===== src/z80_dec_pkg.sv =====
//////////////////////////////////////////////////
// shared types, prefix bytes and instruction IDs of
// the z80 front end; queue and decode tables import it
//////////////////////////////////////////////////
`default_nettype none

package z80_dec_pkg;

  typedef logic [7:0]  byte_t;   // opcode or operand byte
  typedef logic [31:0] word_t;   // first byte in [31:24], fourth in [7:0]
  typedef logic [2:0]  count_t;  // bytes collected, 0 to 4

  localparam count_t     max_bytes = 3'd4;    // longest z80 instruction
  localparam logic [2:0] hl_field  = 3'b110;  // register field for (HL)

  // prefix bytes
  localparam byte_t pfx_cb = 8'hcb;
  localparam byte_t pfx_ed = 8'hed;
  localparam byte_t pfx_dd = 8'hdd;  // IX group, not decoded
  localparam byte_t pfx_fd = 8'hfd;  // IY group, not decoded

  //////////////////////////////////////////////////
  // instruction IDs, numbered in table order
  //////////////////////////////////////////////////
  typedef enum logic [7:0] {
    id_none = 8'd0,
    // unprefixed, 1 byte
    id_nop, id_ld_r_r, id_ld_r_hl, id_ld_hl_r, id_halt,
    id_ld_a_bc, id_ld_a_de, id_ld_bc_a, id_ld_de_a, id_ld_sp_hl,
    id_push_qq, id_pop_qq, id_ex_de_hl, id_ex_af_af, id_exx, id_ex_sp_hl,
    id_add_a_r, id_add_a_hl, id_adc_a_r, id_adc_a_hl,
    id_sub_r, id_sub_hl, id_sbc_a_r, id_sbc_a_hl,
    id_and_r, id_and_hl, id_or_r, id_or_hl,
    id_xor_r, id_xor_hl, id_cp_r, id_cp_hl,
    id_inc_r, id_inc_hl, id_dec_r, id_dec_hl,
    id_daa, id_cpl, id_ccf, id_scf, id_di, id_ei,
    id_add_hl_ss, id_inc_ss, id_dec_ss,
    id_rlca, id_rla, id_rrca, id_rra,
    id_jp_hl, id_ret, id_ret_cc, id_rst_p,
    // unprefixed, 2 bytes
    id_ld_r_n, id_ld_hl_n,
    id_add_a_n, id_adc_a_n, id_sub_n, id_sbc_a_n,
    id_and_n, id_or_n, id_xor_n, id_cp_n,
    id_jr_e, id_jr_c_e, id_jr_nc_e, id_jr_z_e, id_jr_nz_e, id_djnz_e,
    id_in_a_n, id_out_n_a,
    // CB group
    id_rlc_r, id_rlc_hl, id_rrc_r, id_rrc_hl,
    id_rl_r, id_rl_hl, id_rr_r, id_rr_hl,
    id_sla_r, id_sla_hl, id_sra_r, id_sra_hl,
    id_sll_r, id_sll_hl, id_srl_r, id_srl_hl,
    id_bit_b_r, id_bit_b_hl, id_res_b_r, id_res_b_hl, id_set_b_r, id_set_b_hl,
    // ED group, 2 bytes
    id_ld_a_i, id_ld_a_r, id_ld_i_a, id_ld_r_a,
    id_ldi, id_ldir, id_ldd, id_lddr,
    id_cpi, id_cpir, id_cpd, id_cpdr,
    id_neg, id_im0, id_im1, id_im2,
    id_adc_hl_ss, id_sbc_hl_ss, id_rld, id_rrd, id_reti, id_retn,
    id_in_r_c, id_ini, id_inir, id_ind, id_indr,
    id_out_c_r, id_outi, id_otir, id_outd, id_otdr,
    // unprefixed, 3 bytes
    id_ld_a_nn, id_ld_nn_a, id_ld_dd_imm, id_ld_hl_nn, id_ld_nn_hl,
    id_jp_nn, id_jp_cc_nn, id_call_nn, id_call_cc_nn,
    // ED group, 4 bytes
    id_ld_dd_nn, id_ld_nn_dd
  } z80_id_t;

  // register form or (HL) form of one table row
  function automatic z80_id_t hl_pick(input logic [2:0] field, input z80_id_t reg_id,
                                      input z80_id_t mem_id);
    return (field == hl_field) ? mem_id : reg_id;
  endfunction

endpackage

`default_nettype wire

===== src/z80_decoder.sv =====
//////////////////////////////////////////////////
// z80 decoder top: byte queue feeding the decoder,
// plus stall back to the source and the invalid pulse
//////////////////////////////////////////////////
`timescale 1ns/1ps
`default_nettype none

module z80_decoder (
  input  logic                 CLK,
  input  logic                 rst,
  input  logic                 flush,
  input  logic                 I_wait,
  input  z80_dec_pkg::byte_t   I_byte,
  input  logic                 xlator_stall,
  output logic                 z80dec_stall,
  output z80_dec_pkg::word_t   I_word,
  output logic                 I_word_rdy,
  output z80_dec_pkg::z80_id_t z80_I_ID,
  output logic                 invalid_inst
);

  import z80_dec_pkg::*;

  count_t num_bytes;  // bytes held in the queue

  z80_byte_queue u_queue (
    .CLK          (CLK),
    .rst          (rst),
    .flush        (flush),
    .I_wait       (I_wait),
    .I_byte       (I_byte),
    .I_word_rdy   (I_word_rdy),
    .xlator_stall (xlator_stall),
    .I_word       (I_word),
    .num_bytes    (num_bytes)
  );

  z80_instr_decode u_decode (
    .num_bytes  (num_bytes),
    .I_word     (I_word),
    .I_word_rdy (I_word_rdy),
    .z80_I_ID   (z80_I_ID)
  );

  // source must hold its byte while the translator is busy
  assign z80dec_stall = I_word_rdy & xlator_stall;

  // four bytes and still no match, queue drops them next edge
  assign invalid_inst = (num_bytes == max_bytes) & ~I_word_rdy;

endmodule

`default_nettype wire


===== src/z80_byte_queue.sv =====
//////////////////////////////////////////////////
// packs z80 opcode bytes into one instruction word
// and counts them; the decoder reports when it is whole
//////////////////////////////////////////////////
`timescale 1ns/1ps
`default_nettype none

module z80_byte_queue (
  input  logic                CLK,
  input  logic                rst,
  input  logic                flush,
  input  logic                I_wait,
  input  z80_dec_pkg::byte_t  I_byte,
  input  logic                I_word_rdy,
  input  logic                xlator_stall,
  output z80_dec_pkg::word_t  I_word,
  output z80_dec_pkg::count_t num_bytes
);

  import z80_dec_pkg::*;

  logic hold;  // finished word waiting on the translator
  logic done;  // word leaves the queue at this edge
  logic take;  // byte consumed at this edge

  // translator back-pressure freezes count and word
  assign hold = I_word_rdy & xlator_stall;

  // complete word, or four bytes that never decoded
  assign done = I_word_rdy | (num_bytes == max_bytes);

  assign take = ~I_wait & ~hold;

  //////////////////////////////////////////////////
  // byte states: the count is the state
  //////////////////////////////////////////////////
  always_ff @(posedge CLK)
  begin
    if (rst || flush)
    begin
      num_bytes <= '0;
      I_word    <= '0;
    end
    else if (take)
    begin
      if (done || (num_bytes == '0))
      begin
        // first byte of a new word, older bytes cleared
        I_word    <= {I_byte, 24'h000000};
        num_bytes <= 3'd1;
      end
      else
      begin
        case (num_bytes)
          3'd1:    I_word[23:16] <= I_byte;
          3'd2:    I_word[15:8]  <= I_byte;
          default: I_word[7:0]   <= I_byte;  // count 3, last slot
        endcase
        num_bytes <= num_bytes + 3'd1;
      end
    end
    else if (done && !hold)
    begin
      num_bytes <= '0;  // word handed off or dropped, source idle
    end
  end

endmodule

`default_nettype wire


===== src/z80_instr_decode.sv =====
//////////////////////////////////////////////////
// combinational decode of the collected bytes; the count
// picks the table, CB and ED rows come from their own tables
//////////////////////////////////////////////////
`timescale 1ns/1ps
`default_nettype none

module z80_instr_decode (
  input  z80_dec_pkg::count_t  num_bytes,
  input  z80_dec_pkg::word_t   I_word,
  output logic                 I_word_rdy,
  output z80_dec_pkg::z80_id_t z80_I_ID
);

  import z80_dec_pkg::*;

  byte_t      op0;    // first byte
  logic [2:0] dst;    // first byte [5:3]
  logic [2:0] src;    // first byte [2:0]
  logic       cb_hit;
  z80_id_t    cb_id;
  logic       ed_hit;
  z80_id_t    ed_id;
  z80_id_t    id;

  assign op0 = I_word[31:24];
  assign dst = I_word[29:27];
  assign src = I_word[26:24];

  z80_cb_decode u_cb (
    .opcode (I_word[23:16]),
    .hit    (cb_hit),
    .id     (cb_id)
  );

  z80_ed_decode u_ed (
    .I_word    (I_word),
    .four_byte (num_bytes == max_bytes),
    .hit       (ed_hit),
    .id        (ed_id)
  );

  always_comb
  begin
    id = id_none;
    case (num_bytes)
      //////////////////////////////////////////////////
      // 1 byte
      3'd1:
      begin
        casez (op0)
          8'h00: id = id_nop;
          8'b01??????:
          begin
            if ((dst == hl_field) && (src == hl_field))
              id = id_halt;  // would be LD (HL),(HL)
            else if (dst == hl_field)
              id = id_ld_hl_r;
            else
              id = hl_pick(src, id_ld_r_r, id_ld_r_hl);
          end
          8'h0a: id = id_ld_a_bc;
          8'h1a: id = id_ld_a_de;
          8'h02: id = id_ld_bc_a;
          8'h12: id = id_ld_de_a;
          8'hf9: id = id_ld_sp_hl;
          8'b11??0101: id = id_push_qq;
          8'b11??0001: id = id_pop_qq;
          8'heb: id = id_ex_de_hl;
          8'h08: id = id_ex_af_af;
          8'hd9: id = id_exx;
          8'he3: id = id_ex_sp_hl;
          8'b10000???: id = hl_pick(src, id_add_a_r, id_add_a_hl);
          8'b10001???: id = hl_pick(src, id_adc_a_r, id_adc_a_hl);
          8'b10010???: id = hl_pick(src, id_sub_r, id_sub_hl);
          8'b10011???: id = hl_pick(src, id_sbc_a_r, id_sbc_a_hl);
          8'b10100???: id = hl_pick(src, id_and_r, id_and_hl);
          8'b10101???: id = hl_pick(src, id_xor_r, id_xor_hl);
          8'b10110???: id = hl_pick(src, id_or_r, id_or_hl);
          8'b10111???: id = hl_pick(src, id_cp_r, id_cp_hl);
          8'b00???100: id = hl_pick(dst, id_inc_r, id_inc_hl);
          8'b00???101: id = hl_pick(dst, id_dec_r, id_dec_hl);
          8'h27: id = id_daa;
          8'h2f: id = id_cpl;
          8'h3f: id = id_ccf;
          8'h37: id = id_scf;
          8'hf3: id = id_di;
          8'hfb: id = id_ei;
          8'b00??1001: id = id_add_hl_ss;
          8'b00??0011: id = id_inc_ss;
          8'b00??1011: id = id_dec_ss;
          8'h07: id = id_rlca;
          8'h17: id = id_rla;
          8'h0f: id = id_rrca;
          8'h1f: id = id_rra;
          8'he9: id = id_jp_hl;
          8'hc9: id = id_ret;
          8'b11???000: id = id_ret_cc;
          8'b11???111: id = id_rst_p;
          default: id = id_none;  // longer instruction, keep collecting
        endcase
      end
      //////////////////////////////////////////////////
      // 2 bytes
      3'd2:
      begin
        casez (op0)
          8'b00???110: id = hl_pick(dst, id_ld_r_n, id_ld_hl_n);
          8'hc6: id = id_add_a_n;
          8'hce: id = id_adc_a_n;
          8'hd6: id = id_sub_n;
          8'hde: id = id_sbc_a_n;
          8'he6: id = id_and_n;
          8'hf6: id = id_or_n;
          8'hee: id = id_xor_n;
          8'hfe: id = id_cp_n;
          8'h18: id = id_jr_e;
          8'h38: id = id_jr_c_e;
          8'h30: id = id_jr_nc_e;
          8'h28: id = id_jr_z_e;
          8'h20: id = id_jr_nz_e;
          8'h10: id = id_djnz_e;
          8'hdb: id = id_in_a_n;
          8'hd3: id = id_out_n_a;
          pfx_cb: id = cb_hit ? cb_id : id_none;
          pfx_ed: id = ed_hit ? ed_id : id_none;
          default: id = id_none;  // DD and FD land here too
        endcase
      end
      //////////////////////////////////////////////////
      // 3 bytes
      3'd3:
      begin
        casez (op0)
          8'h3a: id = id_ld_a_nn;
          8'h32: id = id_ld_nn_a;
          8'b00??0001: id = id_ld_dd_imm;
          8'h2a: id = id_ld_hl_nn;
          8'h22: id = id_ld_nn_hl;
          8'hc3: id = id_jp_nn;
          8'b11???010: id = id_jp_cc_nn;
          8'hcd: id = id_call_nn;
          8'b11???100: id = id_call_cc_nn;
          default: id = id_none;
        endcase
      end
      // 4 bytes, only the ED loads complete here
      3'd4: id = ed_hit ? ed_id : id_none;
      default: id = id_none;
    endcase
    z80_I_ID   = id;
    I_word_rdy = (id != id_none);
  end

endmodule

`default_nettype wire


===== src/z80_ed_decode.sv =====
//////////////////////////////////////////////////
// ED prefix table; four_byte selects the LD dd,(nn)
// and LD (nn),dd forms, else the 2-byte forms
//////////////////////////////////////////////////
`timescale 1ns/1ps
`default_nettype none

module z80_ed_decode (
  input  z80_dec_pkg::word_t   I_word,
  input  logic                 four_byte,
  output logic                 hit,
  output z80_dec_pkg::z80_id_t id
);

  import z80_dec_pkg::*;

  byte_t op;  // byte after the prefix

  assign op = I_word[23:16];

  always_comb
  begin
    id = id_none;
    if (I_word[31:24] == pfx_ed)
    begin
      if (four_byte)
      begin
        casez (op)
          8'b01??1011: id = id_ld_dd_nn;
          8'b01??0011: id = id_ld_nn_dd;
          default:     id = id_none;
        endcase
      end
      else
      begin
        casez (op)
          // 01xxx111 column, register moves and RLD/RRD
          8'h47: id = id_ld_i_a;
          8'h4f: id = id_ld_r_a;
          8'h57: id = id_ld_a_i;
          8'h5f: id = id_ld_a_r;
          8'h67: id = id_rrd;
          8'h6f: id = id_rld;
          8'b0111?111: id = id_nop;   // undocumented 77 and 7f
          // block transfer, compare, in, out
          8'ha0: id = id_ldi;
          8'hb0: id = id_ldir;
          8'ha8: id = id_ldd;
          8'hb8: id = id_lddr;
          8'ha1: id = id_cpi;
          8'hb1: id = id_cpir;
          8'ha9: id = id_cpd;
          8'hb9: id = id_cpdr;
          8'ha2: id = id_ini;
          8'hb2: id = id_inir;
          8'haa: id = id_ind;
          8'hba: id = id_indr;
          8'ha3: id = id_outi;
          8'hb3: id = id_otir;
          8'hab: id = id_outd;
          8'hbb: id = id_otdr;
          8'b01???100: id = id_neg;   // every alias of 44
          8'b01?0?110: id = id_im0;   // 46, 4e, 66, 6e
          8'b01?10110: id = id_im1;   // 56, 76
          8'b01?11110: id = id_im2;   // 5e, 7e
          8'h4d:       id = id_reti;  // must precede the RETN pattern
          8'b01???101: id = id_retn;  // 45 plus aliases
          8'b01??1010: id = id_adc_hl_ss;
          8'b01??0010: id = id_sbc_hl_ss;
          8'b01???000: id = id_in_r_c;
          8'b01???001: id = id_out_c_r;
          default:     id = id_none;  // undefined, or a 4-byte form not yet full
        endcase
      end
    end
    hit = (id != id_none);
  end

endmodule

`default_nettype wire


===== src/z80_cb_decode.sv =====
//////////////////////////////////////////////////
// CB prefix table, rotate/shift and BIT/RES/SET rows
// looked up on the second byte of a 2-byte word
//////////////////////////////////////////////////
`timescale 1ns/1ps
`default_nettype none

module z80_cb_decode (
  input  z80_dec_pkg::byte_t   opcode,
  output logic                 hit,
  output z80_dec_pkg::z80_id_t id
);

  import z80_dec_pkg::*;

  always_comb
  begin
    id = id_none;
    case (opcode[7:6])
      2'b00:
      begin
        // rotate and shift rows by opcode[5:3]
        case (opcode[5:3])
          3'd0:    id = hl_pick(opcode[2:0], id_rlc_r, id_rlc_hl);
          3'd1:    id = hl_pick(opcode[2:0], id_rrc_r, id_rrc_hl);
          3'd2:    id = hl_pick(opcode[2:0], id_rl_r, id_rl_hl);
          3'd3:    id = hl_pick(opcode[2:0], id_rr_r, id_rr_hl);
          3'd4:    id = hl_pick(opcode[2:0], id_sla_r, id_sla_hl);
          3'd5:    id = hl_pick(opcode[2:0], id_sra_r, id_sra_hl);
          3'd6:    id = hl_pick(opcode[2:0], id_sll_r, id_sll_hl);  // undocumented
          default: id = hl_pick(opcode[2:0], id_srl_r, id_srl_hl);
        endcase
      end
      2'b01:   id = hl_pick(opcode[2:0], id_bit_b_r, id_bit_b_hl);
      2'b10:   id = hl_pick(opcode[2:0], id_res_b_r, id_res_b_hl);
      default: id = hl_pick(opcode[2:0], id_set_b_r, id_set_b_hl);
    endcase
    hit = (id != id_none);
  end

endmodule

`default_nettype wire


===== config.mk =====
export PLATFORM = sky130hd
export DESIGN_NAME = z80_decoder
export DESIGN_NICKNAME = d
export VERILOG_FILES = /design/src/z80_dec_pkg.sv /design/src/z80_decoder.sv /design/src/z80_byte_queue.sv /design/src/z80_instr_decode.sv /design/src/z80_ed_decode.sv /design/src/z80_cb_decode.sv
export SDC_FILE = /design/constraint.sdc
export NUM_CORES = 1
export LEC_CHECK = 0
export ABC_AREA = 1
export BUFFER_PORTS_ARGS = -buffer_cell sky130_fd_sc_hd__buf_2
export CAP_MARGIN = 25
export CORE_MARGIN = 4
export CORE_UTILIZATION = 59
export CTS_CLUSTER_SIZE = 20
export DETAILED_ROUTE_END_ITERATION = 8
export GPL_TIMING_DRIVEN = 0
export MAX_ROUTING_LAYER = met4
export PLACE_DENSITY_LB_ADDON = 0.3
export SYNTH_ARGS = -nofsm -noshare
export SYNTH_HDL_FRONTEND = slang
export SYNTH_SLANG_ARGS = --single-unit
export TNS_END_PERCENT = 5

===== constraint.sdc =====
create_clock -name CLK -period 3.5 [get_ports CLK]
set_input_delay 0.525 -clock CLK [delete_from_list [all_inputs] [get_ports CLK]]
set_output_delay 0.525 -clock CLK [all_outputs]
set_load 0.03 [all_outputs]

==> results by group <==
Timing
  • FMAX: between 200 and 300 MHz
  • Final setup viols: 0
  • Slew Limit Fails: 0
  • Period utilization: roughly 95%
  • Worst slew pin tran: 0.579 ns
  • Final Hold Viols: 0
  • Final setup margin: around 0.16 ns
  • Worst slew margin: 61.3%
  • Fin crit period: approximately 3.3 ns
  • Clock Skew: 0.00406 ns

Global routing
  • Number of global-route vias before repair: 4208
  • All-Layer GR Usage: between 30% and 40%
  • Global-route wire length before repair: 19.3 mm
  • Largest net degree at the start of global routing: 11
  • Antenna violations before repair: 0
  • Grt ovf: 0

Job
  • Max-cap violations: 0

Clock tree
  • Post-CTS Hold Buffers: 0
  • CTS root buf: clkbuf_8
  • H-tree depth: 2
  • Clock transition at path regs: 0.07 ns
  • Clock sink count: 35
  • Max clock buf depth: 2
  • CTS Buf Count: 5
  • Worst skew pair latency: 0.29 ns
  • CTS tree: done

Logic synthesis
  • Yosys top cell area share: 18.6%
  • Seq/Total Area, Yosys: between 10% and 20%
  • FF+latch count, synth: 35
  • Post-synth EDFFs: 0
  • Commonest cells post-synth: nand2_1, nor2_1, nand3_1
  • Synth top area cells: dfxtp_1, nand2_1, nor2_1, nand3_1, inv_1
  • Asr flop ratio synth: 0%
  • Post-synthesis cell type count: 36
  • Main synth FF type: dfxtp_1
  • Most frequent cell after synthesis: nand2_1
  • Synthesized area per cell: 5.50 um2
  • Syn. warnings: 0
  • Post-synthesis net count: 706
  • Dominant cell type by area after synthesis: dfxtp_1
  • Synthesized instance count: around 680
  • Syn Std Cell Area: about 3800 um2

Route
  • 1st-iter DRT viols: ~590
  • Routed vias: roughly 4700
  • Vias per cell: 5.69
  • # DRC: 0
  • Final antenna-violating net count: 0
  • DRT Pass-1 Iters: 5
  • Final WL: 12.1 mm
  • Wire length per cell: 14.6 um

Pwr
  • Static leakage: roughly 0.0025 uW
  • Power per cell area: 253 nW/um2
  • PnR Total Power: 1120 uW
  • Worst IR Drop VDD: 0.000437 V

Cells and area
  • Share of layout cells above drive strength 1: between 20% and 30%
  • Inserted Diodes: 0
  • P&R area growth vs syn: 17.6%
  • Final core utilization: between 70% and 80%
  • # fillers: 492
  • Footprint of the multi-input gates: ~2700 um2
  • Reg area: 712 um2
  • Nets: 777

Die
  • Die height: 87.8 um
  • Initial Util: 62.0%
  • Row count: 28
  • Die area: 7710 um2
  • Core ar.: 6060 um2
  • X dimension of the die: 87.8 um
  • Top-Level Pins: 56

Setup path
  • CP arrival: ~2.8 ns
  • Setup crit start kind: flop
  • CP required: 2.97 ns
  • Worst setup EP type: primary output
  • Crit-path max FO: 7
  • Crit path kind: flop to primary output

Placement
  • Place WS: 0.102 ns
  • HPWL after DPL: about 9.4 mm
  • Final Wtd Congestion: 1.13
  • I/O Buffers: 55

Worst hold path
  • Hold WC Path Type: flop to flop

Status
  • Status: finished clean
## worst max-delay path, cell delays in order (launching register included)
cell,delay (ns)
dfxtp_4,0.37
inv_1,0.09
ha_4,0.19
nand2_4,0.09
inv_2,0.06
nand2_2,0.07
nor2_1,0.05
nor2_1,0.12
nand3_1,0.16
nor2_4,0.21
nand3_1,0.10
nand3_1,0.10
nand2_1,0.05
a21oi_1,0.17
nand2_1,0.12
nor2_4,0.18
nand2_4,0.12
nand2_8,0.09
inv_1,0.03
buf_2,0.16
## cell usage in the layout (no fill, tap or decap), drive strengths merged
cell and instances:
ha 9, nor3 17, nor2 171, o22ai 2, a21oi 16, o211ai 3
o21ai 22, o21a 3, clkbuf 10, nand3 76, buf 78, o221ai 1
nor4 7, nand3b 3, o31ai 3, nand4 20, nand2 190, inv 89
or2 1, dfxtp 35
## registers in the layout, indices dropped and copies added, names as in the netlist
signal,flops
u_queue.I_word,32
u_queue.num_bytes,3
## cell families after synthesis
| group | synth area share (%) |
|---|---|
| buf+inv | 11.8 |
| simple gates | 58.7 |
| flops | 18.6 |
| compound gates | 7.82 |
| fa+ha+maj | 3.00 |
## cell type report
class | count | share of cell area (%)
multi-input cells | 544 | 61.6
flip-flops and latches | 35 | 16.1
repair buffers | 64 | 7.81
inverters | 89 | 7.56
plain buffers | 16 | 2.52
clock buffers | 8 | 2.26
well taps | 75 | 2.12
## report_power, final
group / switching, uW / internal, uW
clock network: 138 / 179
registers: 18.5 / 417
logic: 253 / 114
total: 410 / 711
## per-stage QoR
stage	cells	TNS, ns	hold WS (ns)	area, um2
after detailed placement	814	0	0.473	4130
after floorplan	684	0	0.452	3760
after global placement	814	0	0.463	4130
final	831	0	0.479	4420
after global routing	831	-0.0460	0.496	4420
after CTS	824	0	0.486	4260
## final timing paths
kind	start	to	slack (ns)	cells after the start
worst max register to register	u_queue.I_word[22]	u_queue.I_word[2]	0.39	21
worst min-delay path	u_queue.I_word[10]	u_queue.I_word[10]	0.48	2
worst min register to register	u_queue.I_word[10]	u_queue.I_word[10]	0.48	2
worst max-delay path	u_queue.I_word[22]	z80dec_stall	0.16	19
## what timing repair did
action / in CTS / in global routing
buffers inserted: 2 / 7
setup endpoints to repair: 3 / 27
gates resized for setup: 6 / 33
pin swaps: 3 / 13
## layer usage
layer	GRT usage, %	wire length [um]	vias to the layer above	part of all wire [%]
li1	-	-	2327	-
met1	42.1	5030	2053	42
met2	50.0	5490	305	45
met3	4.80	1180	45	9.8
met4	12.0	387	0	3.2
met5	-	0	-	0
Note: power is estimated with default switching activity, not from simulation.
